<file path="src/pong_pkg.sv">
package pong_pkg;

    // Screen and sprite geometry in pixels
    localparam int h_video    = 640;   // Active pixels per line
    localparam int v_video    = 480;   // Active lines
    localparam int sq_width   = 16;    // Ball side
    localparam int pdl_width  = 12;    // Paddle thickness
    localparam int pdl_height = 96;    // Paddle height

    localparam int pdl1_x = 24;        // Left paddle column, never moves
    localparam int pdl2_x = 603;       // Right paddle column

    typedef logic [9:0] coord_t;       // Pixel coordinate
    typedef logic [3:0] score_t;
    typedef logic [6:0] hit_t;         // Offset from paddle centre

    // Home rows and columns
    localparam coord_t pdl_home_y = 10'd191;
    localparam coord_t sq_home_x  = 10'd320;   // Serve point
    localparam coord_t sq_home_y  = 10'd240;

    typedef struct packed {
        logic up;                      // Active low
        logic down;                    // Active low
    } buttons_t;

    typedef struct packed {
        coord_t x;                     // Top left corner
        coord_t y;
        logic   shown;                 // Ball visible and in play
    } ball_t;

    typedef enum logic [1:0] {
        mode_startup,
        mode_play,
        mode_over
    } game_mode_t;

    typedef enum logic [2:0] {
        coll_none,
        coll_wall_y_top,
        coll_wall_y_bottom,
        coll_miss_left,
        coll_miss_right,
        coll_pdl_face_1,               // Left paddle face
        coll_pdl_face_2,               // Right paddle face
        coll_pdl_end                   // Top or bottom end of either paddle
    } coll_kind_t;

    // Collision result, one per cycle
    typedef struct packed {
        coll_kind_t kind;
        logic       pdl_end_down;      // Ball below paddle end, or below centre on a face
        hit_t       hit;               // Face hit offset plus one
    } coll_t;

endpackage

</file>
<file path="src/paddle_ctrl.sv">
`timescale 1ns/1ps

module paddle_ctrl #(
    parameter int pdl_period = 62_937      // Clocks per one-pixel step
) (
    input  logic                   clk_0,
    input  logic                   rst,
    input  pong_pkg::game_mode_t   mode,
    input  pong_pkg::buttons_t     btn,
    output pong_pkg::coord_t       y       // Paddle top row
);

    localparam int cnt_w = $clog2(pdl_period + 1);

    logic [cnt_w-1:0] cnt;                 // Step prescaler
    logic             go_up;
    logic             go_down;
    logic             tick;                // Last cycle of a step period

    // Both held means no move
    assign go_up   = !btn.up && btn.down;
    assign go_down = btn.up && !btn.down;
    assign tick    = (cnt == cnt_w'(pdl_period - 1));

    always_ff @(posedge clk_0 or negedge rst) begin
        if (!rst) begin
            y   <= pong_pkg::pdl_home_y;
            cnt <= '0;
        end else if (mode != pong_pkg::mode_play) begin
            y   <= pong_pkg::pdl_home_y;   // Menu and game over park the paddle
            cnt <= '0;
        end else if (go_up || go_down) begin
            cnt <= tick ? '0 : cnt + 1'b1;
            if (tick) begin
                // Clamp at the top edge
                if (go_up && y > 0) begin
                    y <= y - 1'b1;
                end
                // Clamp with the bottom at the last line
                if (go_down && (int'(y) + pong_pkg::pdl_height < pong_pkg::v_video - 1)) begin
                    y <= y + 1'b1;
                end
            end
        end
        // Idle buttons keep the prescaler value
    end

endmodule

</file>
<file path="src/ball_collide.sv">
`timescale 1ns/1ps

module ball_collide (
    input  pong_pkg::ball_t  ball,
    input  pong_pkg::coord_t pdl1_y,
    input  pong_pkg::coord_t pdl2_y,
    output pong_pkg::coll_t  coll
);

    // Row check of the ball against one paddle whose column already overlaps
    function automatic pong_pkg::coll_t pdl_contact(
        input pong_pkg::ball_t      b,
        input pong_pkg::coord_t     py,
        input pong_pkg::coll_kind_t face
    );
        pong_pkg::coll_t c;
        int top;                           // Ball top row
        int bot;                           // Ball bottom row
        int pdl_top;
        int pdl_bot;
        int centre;                        // Paddle centre row
        c       = '0;
        top     = int'(b.y);
        bot     = top + pong_pkg::sq_width;
        pdl_top = int'(py);
        pdl_bot = pdl_top + pong_pkg::pdl_height;
        centre  = pdl_top + pong_pkg::pdl_height / 2;

        if (top > pdl_bot || bot < pdl_top) begin
            c.kind = pong_pkg::coll_none;  // Passes above or below
        end else if (top == pdl_bot || top == pdl_bot - 1) begin
            c.kind         = pong_pkg::coll_pdl_end;   // Ball top on paddle bottom
            c.pdl_end_down = 1'b1;
        end else if (bot == pdl_top || bot == pdl_top + 1) begin
            c.kind         = pong_pkg::coll_pdl_end;   // Ball bottom on paddle top
            c.pdl_end_down = 1'b0;
        end else begin
            c.kind = face;
            // Offset measured from the ball edge nearer the centre
            if (top >= centre) begin
                c.pdl_end_down = 1'b1;
                c.hit          = pong_pkg::hit_t'(top - centre + 1);
            end else begin
                c.pdl_end_down = 1'b0;
                c.hit          = pong_pkg::hit_t'(centre - bot + 1);
            end
        end
        return c;
    endfunction

    logic in_col_1;                        // Ball x span touches left paddle
    logic in_col_2;                        // Ball x span touches right paddle

    assign in_col_1 = (int'(ball.x) <= pong_pkg::pdl1_x + pong_pkg::pdl_width + 1) &&
                      (int'(ball.x) + pong_pkg::sq_width >= pong_pkg::pdl1_x);
    assign in_col_2 = (int'(ball.x) + pong_pkg::sq_width >= pong_pkg::pdl2_x) &&
                      (int'(ball.x) <= pong_pkg::pdl2_x + pong_pkg::pdl_width);

    always_comb begin
        coll = '0;
        // Misses first, then walls, then paddles
        if (int'(ball.x) >= pong_pkg::h_video - pong_pkg::sq_width - 1) begin
            coll.kind = pong_pkg::coll_miss_right;
        end else if (ball.x == '0) begin
            coll.kind = pong_pkg::coll_miss_left;
        end else if (int'(ball.y) >= pong_pkg::v_video - pong_pkg::sq_width - 1) begin
            coll.kind = pong_pkg::coll_wall_y_bottom;
        end else if (ball.y == '0) begin
            coll.kind = pong_pkg::coll_wall_y_top;
        end else if (in_col_1) begin
            coll = pdl_contact(ball, pdl1_y, pong_pkg::coll_pdl_face_1);
        end else if (in_col_2) begin
            coll = pdl_contact(ball, pdl2_y, pong_pkg::coll_pdl_face_2);
        end
    end

endmodule

</file>
<file path="src/ball_motion.sv">
`timescale 1ns/1ps

module ball_motion #(
    parameter int serve_delay   = 50_352_112,  // Hidden clocks before a serve
    parameter int ball_x_period = 125_875,     // Clocks per horizontal pixel
    parameter int ball_y_period = 125_875      // Clocks per vertical pixel
) (
    input  logic                  clk_0,
    input  logic                  rst,
    input  pong_pkg::game_mode_t  mode,
    input  pong_pkg::coll_t       coll,
    output pong_pkg::ball_t       ball,
    output pong_pkg::hit_t        hit_y,
    output logic                  miss_left,   // One-cycle pulse, point to p2
    output logic                  miss_right   // One-cycle pulse, point to p1
);

    localparam int x_cnt_w = $clog2(ball_x_period + 1);
    localparam int y_cnt_w = $clog2(ball_y_period + 1);
    localparam int srv_w   = $clog2(serve_delay + 1);

    // Ball parked at the serve point
    localparam pong_pkg::ball_t ball_home = '{
        x:     pong_pkg::sq_home_x,
        y:     pong_pkg::sq_home_y,
        shown: 1'b0
    };

    logic [x_cnt_w-1:0] x_cnt;
    logic [y_cnt_w-1:0] y_cnt;
    logic [srv_w-1:0]   serve_cnt;
    logic               serve_pending;  // Ball waits hidden at home
    logic               dir_x;          // 0 left, 1 right
    logic               dir_y;          // 0 up, 1 down
    logic               x_tick;
    logic               y_tick;
    logic               serve_done;

    assign x_tick     = (x_cnt == x_cnt_w'(ball_x_period - 1));
    assign y_tick     = (y_cnt == y_cnt_w'(ball_y_period - 1));
    assign serve_done = (serve_cnt == srv_w'(serve_delay - 1));

    always_ff @(posedge clk_0 or negedge rst) begin
        if (!rst) begin
            ball          <= ball_home;
            serve_pending <= 1'b1;
            serve_cnt     <= '0;
            x_cnt         <= '0;
            y_cnt         <= '0;
            dir_x         <= 1'b0;
            dir_y         <= 1'b0;
            hit_y         <= '0;
            miss_left     <= 1'b0;
            miss_right    <= 1'b0;
        end else begin
            miss_left  <= 1'b0;
            miss_right <= 1'b0;
            if (mode != pong_pkg::mode_play) begin
                ball          <= ball_home;
                serve_pending <= 1'b1;     // Next play starts with a serve
                serve_cnt     <= '0;
                x_cnt         <= '0;
                y_cnt         <= '0;
                hit_y         <= '0;
            end else if (serve_pending) begin
                ball <= ball_home;
                if (serve_done) begin
                    serve_pending <= 1'b0;
                    serve_cnt     <= '0;
                    ball.shown    <= 1'b1;
                    dir_x         <= 1'b0; // Serve goes left and up
                    dir_y         <= 1'b0;
                    x_cnt         <= '0;
                    y_cnt         <= '0;
                end else begin
                    serve_cnt <= serve_cnt + 1'b1;
                end
            end else begin
                x_cnt <= x_tick ? '0 : x_cnt + 1'b1;
                y_cnt <= y_tick ? '0 : y_cnt + 1'b1;
                case (coll.kind)
                    pong_pkg::coll_miss_left, pong_pkg::coll_miss_right: begin
                        miss_left     <= (coll.kind == pong_pkg::coll_miss_left);
                        miss_right    <= (coll.kind == pong_pkg::coll_miss_right);
                        ball          <= ball_home;
                        serve_pending <= 1'b1;
                    end
                    pong_pkg::coll_wall_y_bottom: begin
                        dir_y  <= 1'b0;
                        ball.y <= ball.y - 1'b1;
                    end
                    pong_pkg::coll_wall_y_top: begin
                        dir_y  <= 1'b1;
                        ball.y <= ball.y + 1'b1;
                    end
                    pong_pkg::coll_pdl_face_1, pong_pkg::coll_pdl_face_2: begin
                        dir_x  <= (coll.kind == pong_pkg::coll_pdl_face_1); // Back to the field
                        ball.x <= (coll.kind == pong_pkg::coll_pdl_face_1) ?
                                  ball.x + 1'b1 : ball.x - 1'b1;
                        dir_y  <= coll.pdl_end_down;   // Lower half sends it down
                        hit_y  <= coll.hit;
                    end
                    pong_pkg::coll_pdl_end: begin
                        dir_y  <= coll.pdl_end_down;
                        ball.y <= coll.pdl_end_down ? ball.y + 1'b1 : ball.y - 1'b1;
                        hit_y  <= pong_pkg::hit_t'(pong_pkg::pdl_height / 2);
                    end
                    default: begin
                        // Free flight
                        if (x_tick) ball.x <= dir_x ? ball.x + 1'b1 : ball.x - 1'b1;
                        if (y_tick) ball.y <= dir_y ? ball.y + 1'b1 : ball.y - 1'b1;
                    end
                endcase
            end
        end
    end

endmodule

</file>
<file path="src/game_fsm.sv">
`timescale 1ns/1ps

module game_fsm #(
    parameter int safe_start = 2_500_000,  // Clocks before buttons count on the menu
    parameter int max_score  = 11          // Score that ends the game
) (
    input  logic                  clk_0,
    input  logic                  rst,
    input  pong_pkg::buttons_t    btn_p1,
    input  pong_pkg::buttons_t    btn_p2,
    input  logic                  miss_left,
    input  logic                  miss_right,
    output pong_pkg::game_mode_t  mode,
    output pong_pkg::score_t      score_p1,
    output pong_pkg::score_t      score_p2
);

    localparam int safe_w = $clog2(safe_start + 1);

    logic [safe_w-1:0] safe_cnt;           // Menu safety delay
    logic              any_btn;            // Any of the four buttons pressed
    logic              safe_over;
    logic              last_point;         // Scorer is one short of max_score

    assign any_btn = !(btn_p1.up && btn_p1.down && btn_p2.up && btn_p2.down);
    assign safe_over = (safe_cnt == safe_w'(safe_start));

    // Scorer is p2 on a left miss, p1 on a right miss
    assign last_point = miss_left ?
                        (score_p2 >= pong_pkg::score_t'(max_score - 1)) :
                        (score_p1 >= pong_pkg::score_t'(max_score - 1));

    always_ff @(posedge clk_0 or negedge rst) begin
        if (!rst) begin
            mode     <= pong_pkg::mode_startup;
            safe_cnt <= '0;
            score_p1 <= '0;
            score_p2 <= '0;
        end else begin
            case (mode)
                pong_pkg::mode_startup: begin
                    if (!safe_over) begin
                        safe_cnt <= safe_cnt + 1'b1;   // Buttons ignored meanwhile
                    end else if (any_btn) begin
                        mode <= pong_pkg::mode_play;
                    end
                end
                pong_pkg::mode_play: begin
                    if (miss_left || miss_right) begin
                        if (last_point) begin
                            mode     <= pong_pkg::mode_over;
                            score_p1 <= '0;    // Fresh scores for the next game
                            score_p2 <= '0;
                        end else if (miss_left) begin
                            score_p2 <= score_p2 + 1'b1;
                        end else begin
                            score_p1 <= score_p1 + 1'b1;
                        end
                    end
                end
                pong_pkg::mode_over: begin
                    // Straight back to play, no menu
                    if (any_btn) begin
                        mode <= pong_pkg::mode_play;
                    end
                end
                default: begin
                    mode <= pong_pkg::mode_startup;
                end
            endcase
        end
    end

endmodule

</file>
<file path="src/pong_top.sv">
`timescale 1ns/1ps

module pong_top #(
    parameter int safe_start    = 2_500_000,   // About 0.1 s at 25.175 MHz
    parameter int serve_delay   = 50_352_112,  // About 2 s
    parameter int pdl_period    = 62_937,      // 400 px/s
    parameter int ball_x_period = 125_875,     // 200 px/s
    parameter int ball_y_period = 125_875,
    parameter int max_score     = 11
) (
    input  logic                  clk_0,
    input  logic                  rst,
    input  pong_pkg::buttons_t    btn_p1,
    input  pong_pkg::buttons_t    btn_p2,
    output pong_pkg::ball_t       ball,
    output pong_pkg::coord_t      pdl1_y,
    output pong_pkg::coord_t      pdl2_y,
    output pong_pkg::score_t      score_p1,
    output pong_pkg::score_t      score_p2,
    output pong_pkg::game_mode_t  mode,
    output pong_pkg::hit_t        hit_y
);

    pong_pkg::coll_t coll;                 // Combinational collision result
    logic            miss_left;
    logic            miss_right;

    game_fsm #(
        .safe_start (safe_start),
        .max_score  (max_score)
    ) fsm (
        .clk_0      (clk_0),
        .rst        (rst),
        .btn_p1     (btn_p1),
        .btn_p2     (btn_p2),
        .miss_left  (miss_left),
        .miss_right (miss_right),
        .mode       (mode),
        .score_p1   (score_p1),
        .score_p2   (score_p2)
    );

    // Left and right paddles
    paddle_ctrl #(.pdl_period(pdl_period)) pdl1 (
        .clk_0 (clk_0), .rst (rst), .mode (mode), .btn (btn_p1), .y (pdl1_y)
    );

    paddle_ctrl #(.pdl_period(pdl_period)) pdl2 (
        .clk_0 (clk_0), .rst (rst), .mode (mode), .btn (btn_p2), .y (pdl2_y)
    );

    ball_collide collide (
        .ball   (ball),
        .pdl1_y (pdl1_y),
        .pdl2_y (pdl2_y),
        .coll   (coll)
    );

    ball_motion #(
        .serve_delay   (serve_delay),
        .ball_x_period (ball_x_period),
        .ball_y_period (ball_y_period)
    ) motion (
        .clk_0      (clk_0),
        .rst        (rst),
        .mode       (mode),
        .coll       (coll),
        .ball       (ball),
        .hit_y      (hit_y),
        .miss_left  (miss_left),
        .miss_right (miss_right)
    );

endmodule

</file>
<file path="config.mk">
export PLATFORM = sky130hd
export DESIGN_NAME = pong_top
export DESIGN_NICKNAME = d
export VERILOG_FILES = /design/src/pong_pkg.sv /design/src/paddle_ctrl.sv /design/src/ball_collide.sv /design/src/ball_motion.sv /design/src/game_fsm.sv /design/src/pong_top.sv
export SDC_FILE = /design/constraint.sdc
export NUM_CORES = 1
export LEC_CHECK = 0
export ABC_AREA = 1
export BUFFER_PORTS_ARGS = -buffer_cell sky130_fd_sc_hd__buf_4
export CAP_MARGIN = 30
export CORE_MARGIN = 2
export CORE_UTILIZATION = 55
export DETAILED_ROUTE_END_ITERATION = 6
export GPL_TIMING_DRIVEN = 0
export PLACE_DENSITY = 0.77
export SLEW_MARGIN = 20
export SYNTH_ARGS = -nofsm -noshare
export SYNTH_HDL_FRONTEND = slang
export SYNTH_SLANG_ARGS = --single-unit
</file>
<file path="constraint.sdc">
create_clock -name clk_0 -period 4.6 [get_ports clk_0]
set_clock_uncertainty 0.2 [all_clocks]
set_input_delay 0.46 -clock clk_0 [delete_from_list [all_inputs] [get_ports clk_0]]
set_output_delay 0.46 -clock clk_0 [all_outputs]
set_load 0.05 [all_outputs]
</file>
# After elaboration in Yosys (flattened, before gate mapping)
# Cells that the tools add are included.
# Widths: inputs -> output; s select.
[classes] n_bitwise=2 eq_ne=33 n_mux=90 reduce_logical=58 order_cmp=18 n_addsub=34
[ops] cell="$mux 10" count=16
[ops] cell="$mux 17" count=7
[ops] cell="$mux 16" count=6
[ops] cell="$mux 26" count=3
[ops] cell="$eq 11x32->1" count=2
[ops] cell="$lt 32x10->1 const B" count=2
[ops] cell="$mux 8" count=8
[ops] cell="$sub 32x2->32 const B" count=2
[ops] cell="$pmux 10 s5" count=1
[ops] cell="$mux 21" count=2
[ops] cell="$mux 7" count=6
[ops] cell="$add 10x1->10 const B" count=4
[ops] cell="$sub 10x1->10 const B" count=4
[ops] cell="$add 17x1->17 const B" count=2
[ops] cell="$eq 17x17->1 const B" count=2
[ops] cell="$add 16x1->16 const B" count=2
[ops] cell="$eq 16x16->1 const B" count=2
[ops] cell="$ge 32x11->1 const B" count=1
[ops] cell="$ge 32x6->1 const B" count=1
[ops] cell="$pmux 10 s3" count=1
[ops] cell="$add 7x2->7 const B" count=4
[ops] cell="$sub 7x7->7" count=4
[ops] cell="$add 26x1->26 const B" count=1
[ops] cell="$eq 26x26->1 const B" count=1
[ops] cell="51 further kinds" count=151
[word_totals] wordCells=255 out_inout_bits=58 input_bits=6 register_bits=177

# Depth between registers and ports, before layout
# Gate-level depths: netlist (run 1).
[depth] depth_word=18 depth_mapped=32 mapped_depth_nobuf=31

# Hierarchy
# A second synthesis (run 1) with hierarchy kept.
[hier_totals] hier_cells=2851 area_unflattened_um2=18387.6
[by_module_without_submodules] mod="ball_motion" seq_area_each_um2=2336.0 area_each_um2=6628.9 instances=1 cells_each=949
[by_module_without_submodules] mod="ball_collide" seq_area_each_um2=0.0 area_each_um2=5788.1 instances=1 cells_each=1037
[by_module_without_submodules] mod="game_fsm" seq_area_each_um2=800.8 area_each_um2=2021.9 instances=1 cells_each=297
[by_module_without_submodules] mod="paddle_ctrl (pdl2)" seq_area_each_um2=659.4 area_each_um2=1975.6 instances=1 cells_each=284
[by_module_without_submodules] mod="paddle_ctrl (pdl1)" seq_area_each_um2=659.4 area_each_um2=1973.1 instances=1 cells_each=284

# Worst setup path after synthesis (run 1)
# No wires, ideal clock.
[synth_timing] kind="reg-to-reg" from="register pdl1.y[5]" to="register pdl1.y[9]" arrival_ns=3.700 setup_time_ns=0.127 stages_incl_launch_ff=20 path_slack_ns=0.574 path_buffers=0 required_ns=4.273 synth_period_minus_slack_ns=4.026 cell_sequence="dfstp_2 inv_1 ha_1 nand2_1 nand2_1 inv_1 nor3_1 o21ai_0 nand4_1 ha_1 nand2_1 nor2_1 a211oi_1 o31ai_1 a21oi_1 o21ai_0 a21o_1 a21oi_1 xor2_1 o22ai_1"
[synth_between] elab_chain_len=7 elab_cells_between_ends=14 classes_between="add/sub (3); order compare (2); mux (5); reduce/logical (4)"
[synth_lines] item="from (decl)" line_no="paddle_ctrl.sv:10" text="output pong_pkg::coord_t y"
[synth_lines] item="from (signal assigned)" line_no="paddle_ctrl.sv:27" text="y <= pong_pkg::pdl_home_y;"
[synth_lines] item="from (signal assigned)" line_no="paddle_ctrl.sv:30" text="y <= pong_pkg::pdl_home_y;"
[synth_lines] item="from (signal assigned)" line_no="paddle_ctrl.sv:37" text="y <= y - 1'b1;"
[synth_lines] item="$add 10x7->11" line_no="paddle_ctrl.sv:40" text="if (go_down && (int'(y) + pong_pkg::pdl_height < pong_pkg::v_video - 1)) begin"
[synth_lines] item="$lt 32x10->1" line_no="paddle_ctrl.sv:40"
[synth_lines] item="$logic_and 1x1->1" line_no="paddle_ctrl.sv:40"
[synth_lines] item="$mux 10" line_no="paddle_ctrl.sv:40"
[synth_lines] item="$mux 10" line_no="paddle_ctrl.sv:34" text="if (tick) begin"
[synth_lines] item="$mux 10" line_no="paddle_ctrl.sv:32" text="end else if (go_up || go_down) begin"
[synth_lines] item="$mux 10" line_no="paddle_ctrl.sv:29" text="end else if (mode != pong_pkg::mode_play) begin"
# Several ways; a longest one is shown, not always the timed one. The select of a mux whose other input is x is not followed.
# A chain may end at the register's enable or synchronous reset.

# Final worst setup path (run 1)
[layout_timing] from="register motion.ball[4] (netlist name)" to="register motion.ball[12] (netlist name)"
[layout_between] elab_chain_len=17 elab_cells_between_ends=50 classes_between="add/sub (1); order compare (5); eq/ne (16); mux (16); reduce/logical (12)"
[layout_lines] item="parallel branches: the longest is 9 deep, another holds $add 10x5->11"
[layout_lines] item="$mux 3 (*)" line_no="ball_collide.sv:66" text="end else if (int'(ball.y) >= pong_pkg::v_video - pong_pkg::sq_width - 1) begin"
[layout_lines] item="$mux 3 (*)" line_no="ball_collide.sv:64" text="end else if (ball.x == '0) begin"
[layout_lines] item="$mux 3 (*)" line_no="ball_collide.sv:62" text="if (int'(ball.x) >= pong_pkg::h_video - pong_pkg::sq_width - 1) begin"
[layout_lines] item="$eq 3x2->1 (tied with other cells)" line_no="ball_motion.sv:81" text="case (coll.kind)"
[layout_lines] item="$reduce_or 3->1 (no source line) (tied with other cells)"
[layout_lines] item="$pmux 10 s3" line_no="ball_motion.sv:81"
[layout_lines] item="$mux 21" line_no="ball_motion.sv:65" text="end else if (serve_pending) begin"
[layout_lines] item="$mux 21" line_no="ball_motion.sv:58" text="if (mode != pong_pkg::mode_play) begin"
# Mark *: on every way between the ends.

==> results of run 1 <==
==> timing repair <==
action                                  4_1_cts  5_1_grt
hold buffers                                  1        0
buffers inserted                              2       30
gates cloned                                  0        0
pin swaps                                     1        4
endpoints found under the hold margin        75        0
endpoints found under the setup margin       30       32
resized for setup                            10       36
==> per-layer routing <==
metal / up-vias / share of wire
li1: 7617 / -
met1: 7499 / 0.43
met2: 624 / 0.47
met3: 125 / 0.068
met4: 0 / 0.037
met5: - / 0
==> layout by cell type (no fill, tap or decap), types with 25 or more instances in the layout <==
master	instances
nor2_1	225
o21ai_0	96
buf_4	102
inv_2	25
nand3_1	162
a21oi_1	114
dfrtp_1	156
nor3_1	51
o21ai_1	27
ha_1	143
nand4_1	55
xor2_1	88
inv_1	280
o22ai_1	26
nand2_1	472
xnor2_1	29
==> power by group through the flow <==
stage	clock, mW	combinational (mW)	sequential, mW
6_report	1.54	4.54	2.07
5_1_grt	1.62	5.07	2.09
4_1_cts	1.56	4.29	2.06
3_5_place_dp	0	4.24	2.09
3_3_place_gp	0	4.12	2.08
2_1_floorplan	0	2.97	2.26
==> cell type report <==
type,count,area [µm²],area share
Tap cell,384,480.5,0.02669
Sequential cell,177,4467,0.2481
Timing Repair Buffer,98,790.8,0.04393
Multi-Input combinational cell,1699,10260,0.5699
Inverter,316,1206,0.06701
Clock buffer,17,425.4,0.02363
Clock inverter,15,186.4,0.01036
Buffer,31,186.4,0.01036
==> worst max-delay path, cell delays in order (launching register included) <==
cell and delay, ns:
dfrtp_1 0.59, buf_2 0.42, clkinv_2 0.33, ha_1 0.54
nand4_1 0.27, nor4_2 0.59, nor2_2 0.12, nand3_1 0.13
nand2_1 0.05, nand2_1 0.11, nand2_2 0.08, nand2_4 0.12
buf_6 0.16, nand2_2 0.07, nor2_2 0.09, nand2_2 0.11
o21ai_0 0.09, nand3b_1 0.10, nand2_1 0.10, nand2_1 0.06
nand2_1 0.05
==> final timing paths <==
path | from | end | cells past startpoint
max reg2reg | motion.ball[4]$_DFFE_PN0P_ | motion.ball[12]$_DFFE_PN0P_ | 20
max | motion.ball[4]$_DFFE_PN0P_ | motion.ball[12]$_DFFE_PN0P_ | 20
min in group asynchronous | rst | pdl2.y[6]$_DFFE_PN0P_ | 2
min reg2reg | motion.hit_y[2]$_DFFE_PN0P_ | motion.hit_y[2]$_DFFE_PN0P_ | 2
min | btn_p2[0] | fsm.mode[1]$_DFFE_PN0P_ | 3
max in group asynchronous | rst | motion.ball[7]$_DFFE_PN1P_ | 3
==> through the flow <==
step | power [mW] | cells
5_1_grt | 8.781 | 2737
3_5_place_dp | 6.330 | 2672
2_1_floorplan | 5.235 | 2223
3_3_place_gp | 6.206 | 2670
4_1_cts | 7.918 | 2707
6_report | 8.144 | 2737
==> registers in the layout, summed over array words and instances, names as in the netlist <==
signal / flops
motion.dir_x: 1
motion.serve_pending: 1
pdl1.cnt: 16
motion.x_cnt: 17
fsm.mode: 2
pdl2.y: 10
motion.y_cnt: 17
motion.dir_y: 1
motion.miss_right: 1
motion.miss_left: 1
fsm.safe_cnt: 22
motion.hit_y: 7
motion.ball: 21
pdl1.y: 10
fsm.score_p1: 4
motion.serve_cnt: 26
fsm.score_p2: 4
pdl2.cnt: 16
==> kinds of logic (layout without fill, tap and decap cells) <==
kind of cell               Yosys count  in the layout
adders and majority gates          163            163
buffers and inverters              347            477
AOI/OAI and AO/OA                  344            344
and+or+nand+nor                   1069           1069
xor gates and xnor gates           119            119
muxes                                4              4
DFF                                177            177
==> impl_results.md, run 1 <==
- Status: completed
- Largest family of logic cells by synthesized area: simple AND/OR/NAND/NOR gates
- Area Growth Syn to Fin: 12.82%
- Synth unique cells: 69
- Via count of the first global-routing pass: 14966
- Yosys warns: 0
- First-pass DRT Iterations: 6
- Share of layout cells above drive strength 1: 0.1271
- Rows: 62
- N_diodes: 0
- Synth Area in Compound Gates: 0.1258
- # fillers: 2540
- Routed wire per std cell: 16.66 µm
- Final nets: 2509
- Final Instance Area: 18000 µm²
- FF-to-FF setup slack: 0.16 ns
- Slew Viols, Final: 0
- Detailed Route Iter0 Violations: 1470
- Max-Cap Viols: 0
- Fin crit period: 4.436 ns
- RePlAce Congestion: 0.9674
- Clk slew on worst S/H paths: 0.08 ns
- Cell count after synthesis: 2223
- Area post-placement: 16950 µm²
- Max Clk Rate: 225.4 MHz
- Total grt overflow: 0
- NetSw: 3.953 mW
- Root Buffer: clkbuf_16
- Setup violations, final: 0
- Mapped Nets: 2392
- Remaining DRCs: 0
- Tot GR Track Use: 0.3040
- LEAKAGE: 8.584 nW
- GR Layer Usage met1: 0.4024
- Clock share of power: 0.189
- # clock sinks: 177
- Top FF cell, synth: dfrtp_1
- Worst setup margin: 0.1637 ns
- Power share of the combinational group: 0.557
- Worst hold slack: 0.1823 ns
- Largest net degree at the start of global routing: 93
- Synth area leaders: dfrtp_1 (24%), ha_1 (12%), nand2_1 (11%), inv_1 (6.7%), nor2_1 (5.3%)
- Register area share after synthesis: 0.2793
- Die H: 174.3 µm
- Crit path kind: reg -> reg
- Routed WL: 45610 µm
- Mux cell area share after synthesis: 0.002509
- Power per cell area: 452.4 nW/µm²
- TritonCTS clock tree: built
- #FFs+latches synth: 177
- Most Crowded Layer GR: met2
- Grt met3 use: 0.04374
- Slew @ Worst Pin: 0.8350 ns
- Synth Area in Simple Gates: 0.3065
- Die X: 174.3 µm
- Mapped Avg Cell Area: 7.177 µm²
- Total core area: 28630 µm²
- Worst slack, placed: -0.4348 ns
- Setup TNS: 0 ns
- Sequential share of power: 0.254
- Final period utilization: 0.9644
- Internal Pwr Total: 4.190 mW
- Initial antenna violation count: 0
- Max_slew headroom: 0.4413
- TritonCTS Buffers: 17
- Sw Ratio: 0.4855
- Xor and xnor fraction of the mapped netlist area: 0.06532
- Min-delay worst type: in -> reg
- DPL Wire Length: 33580 µm
- H-tree Lvls: 4
- Yosys top cell area share: 0.2447
- Count leader, synth: nand2_1
- Worst Path Max Fanout: 10
- Die Area: 30390 µm²
- Core Util, Final: 0.6289
- Crit. End Element: flop
- Global Route met2 Usage: 0.4974
- EDFF count, synth: 0
- Setup crit start kind: flop
- # IOs: 64
- RSZ-0062 raised after global routing: true
- Post-synth ARST share: 1.000
- Fin. Hold Viols: 0
- Initial core utilization: 0.5574
- # port buffers: 63
- Cell taking the most area after synthesis: dfrtp_1
- Critical Path RT: 4.81 ns
- VDD IR-drop max: 0.2620 mV
- Syn Std Cell Area: 15960 µm²
- First-pass GRT wire length: 75100 µm
- Clk buf depth: 2
- Vias after detailed routing: 15865
- Most common library cells after synthesis: nand2_1 (475), inv_1 (284), nor2_1 (227)
- Post-synthesis adder-cell area fraction: 0.1354
- DR vias/cell: 5.796
- Clk Latency, worst-skew pair: 0.47 ns
- Final ANT Viol Nets: 0
- Arrival time worst endpoint: 4.64 ns
Note: power is estimated with default switching activity, not from simulation.
==> run 2, diff against run 1 <==
SETUP_SLACK_MARGIN = 0.4   (was default)
clock period = 4.8 ns   (was 4.6 ns; I/O delays follow)
==> impl_results.md, run 2 (synthesis gave the netlist of run 1 again) <==
- Critical path's most frequent cell: nand2_1
- Slew @ Worst Pin: 0.9768 ns (+0.1417 ns)
- Fin. Hold Viols: 0 (unchanged)
- Via count of the first global-routing pass: 14970 (+0.027%)
- Area post-placement: 16950 µm² (unchanged)
- Total grt overflow: 0 (unchanged)
- Max-Cap Viols: 0 (unchanged)
- Remaining DRCs: 0 (unchanged)
- Most frequent cells in the layout: nand2_1 (471), inv_1 (278), nor2_1 (223), nand3_1 (160), dfrtp_1 (151)
- Largest regs: motion.serve_cnt: 26 flops, fsm.safe_cnt: 22 flops, motion.ball: 21 flops
- Clk slew on worst S/H paths: 0.08 ns (about the same)
- Highest-delay cell along the critical path: dfrtp_1
- DR vias/cell: 5.736 (-1.0%)
- LEAKAGE: 8.656 nW (+0.83%)
- Commonest non-fill, non-tap cell in the layout: nand2_1
- Crit. End Element: flop
- Arrival time worst endpoint: 4.51 ns (-0.13 ns)
- Max Clk Rate: 232.3 MHz (+3.1%)
- R2R depth: 20 (unchanged)
- Setup TNS: 0 ns (unchanged)
- Die Area: 30390 µm² (unchanged)
- # clock sinks: 177 (unchanged)
- Final ANT Viol Nets: 0 (unchanged)
- TritonCTS clock tree: built
- Max_slew headroom: 0.3464 (-0.09484)
- # fillers: 2495 (-1.8%)
- Met1 Routed Length: 19900 µm (+1.8%)
- Initial antenna violation count: 0 (unchanged)
- Area Growth Syn to Fin: 14.11%
- Core Util, Final: 0.6360 (+0.007169)
- Met2 wire length: 21720 µm (+2.0%)
- Rows: 62 (unchanged)
- Critical Path RT: 5.01 ns (+0.20 ns)
- Status: completed
- Clk Latency, worst-skew pair: 0.47 ns (about the same)
- First-pass DRT Iterations: 5 (-1)
- Final period utilization: 0.8967 (-0.06768)
- RePlAce Congestion: 0.9674 (unchanged)
- Crit path kind: reg -> reg
- Routed wire per std cell: 16.78 µm (+0.72%)
- Routed WL: 46120 µm (+1.1%)
- Worst Path Max Fanout: 10 (unchanged)
- Setup violations, final: 0 (unchanged)
- CP max stage delay: 0.59 ns (about the same)
- Setup crit start kind: flop
- Top layer in use: met5
- Tot GR Track Use: 0.3062 (+0.002209)
- Max reg flops: 26 (unchanged)
- Fin crit period: 4.304 ns (-0.1320 ns)
- VDD IR-drop max: 0.2627 mV (+0.26%)
- Vias after detailed routing: 15762 (-0.65%)
- Die X: 174.3 µm (unchanged)
- # IOs: 64 (unchanged)
- First-pass GRT wire length: 75560 µm (+0.62%)
- Most flops, register: motion.serve_cnt
- Slew Viols, Final: 0 (unchanged)
- Clk buf depth: 2 (unchanged)
- Met3 wire length: 3055 µm (-2.0%)
- Detailed Route Iter0 Violations: 1391 (-5.4%)
- Min-delay worst type: in -> reg
- Die H: 174.3 µm (unchanged)
- Power per cell area: 434.1 nW/µm² (-4.0%)
- Initial core utilization: 0.5574 (unchanged)
- TritonCTS Buffers: 17 (unchanged)
- Cells along the critical path: clkbuf_4, clkinv_2, ha_1, nand4_1, nor4_2, nor2_2, nand3_1, nand2_1, nand2_1, nand2_2, nand2_4, buf_6, nand2_2, nor2_2, nand2_2, o21ai_0, nand3b_1, nand2_1, nand2_1, nand2_1
- # port buffers: 63 (unchanged)
- Hold path depth: 3 (unchanged)
- H-tree Lvls: 4 (unchanged)
- Final Instance Area: 18210 µm² (+1.1%)
- Total core area: 28630 µm² (unchanged)
- DPL Wire Length: 33580 µm (unchanged)
- Share of layout cells above drive strength 1: 0.1371 (+0.009984)
- Final nets: 2520 (+0.44%)
- Largest net degree at the start of global routing: 93 (unchanged)
- Root Buffer: clkbuf_16
- RSZ-0062 raised after global routing: false
- N_diodes: 0 (unchanged)
run 2: through the flow:
stage / total power, mW / cells / setup WS (ns) / hold slack (ns)
after detailed placement: 6.066 / 2672 / -0.2348 / 0.2783
after CTS: 7.658 / 2722 / 0.3991 / 0.1864
after global placement: 5.947 / 2670 / -0.2896 / 0.2630
final: 7.903 / 2748 / 0.4957 / 0.2034
after floorplan: 5.017 / 2223 / 0.7736 / -0.01559
after global routing: 8.498 / 2748 / 0.3268 / 0.2002
run 2: final cells by class:
| type | count | area [µm²] | share of cell area |
|---|---|---|---|
| inverter | 316 | 1215 | 0.06673 |
| tap | 384 | 480.5 | 0.02639 |
| clock buffer | 17 | 425.4 | 0.02337 |
| timing repair buffer | 109 | 885.9 | 0.04866 |
| sequential | 177 | 4469 | 0.2455 |
| buffer | 31 | 207.7 | 0.01141 |
| multi-input combinational | 1699 | 10340 | 0.5677 |
| clock inverter | 15 | 186.4 | 0.01024 |
run 2: path summary, 6_finish.rpt:
kind | start | end | slack (ns)
worst max-delay path | motion.ball[4]$_DFFE_PN0P_ | motion.ball[12]$_DFFE_PN0P_ | 0.50
worst min-delay path | btn_p2[0] | fsm.mode[1]$_DFFE_PN0P_ | 0.20
worst max register to register | motion.ball[4]$_DFFE_PN0P_ | motion.ball[12]$_DFFE_PN0P_ | 0.50
worst min register to register | motion.hit_y[2]$_DFFE_PN0P_ | motion.hit_y[2]$_DFFE_PN0P_ | 0.29
max in group asynchronous | rst | motion.ball[7]$_DFFE_PN1P_ | 3.05
min in group asynchronous | rst | pdl2.y[6]$_DFFE_PN0P_ | 0.43
run 2: routing by layer:
metal,global-route usage,up-vias
met3,0.04724,106
li1,-,7635
met4,0.1211,2
met1,0.4045,7438
met5,0,-
met2,0.5043,581
run 2: power by group:
part | leakage (nW) | internal, mW | total, mW | switching (mW)
Combinational | 6.01 | 1.63 | 4.48 | 2.85
Clock | 0.297 | 0.751 | 1.48 | 0.725
Sequential | 2.35 | 1.69 | 1.95 | 0.260
Total | 8.66 | 4.07 | 7.90 | 3.84
run 2: what timing repair did:
item,CTS,global route
endpoints found under the hold margin,75,0
hold buffers,1,0
setup endpoints to repair,31,30
gates resized for setup,20,53
pin swaps,2,6
setup buffers,17,26
run 2: critical path, delay by kind of cell, from the launching register on:
| family | cells | cell delay [ns] |
|---|---|---|
| fa+ha+maj | 1 | 0.52 |
| simple gates | 15 | 2.02 |
| buf+inv | 3 | 0.80 |
| flops | 1 | 0.59 |
| compound gates | 1 | 0.09 |
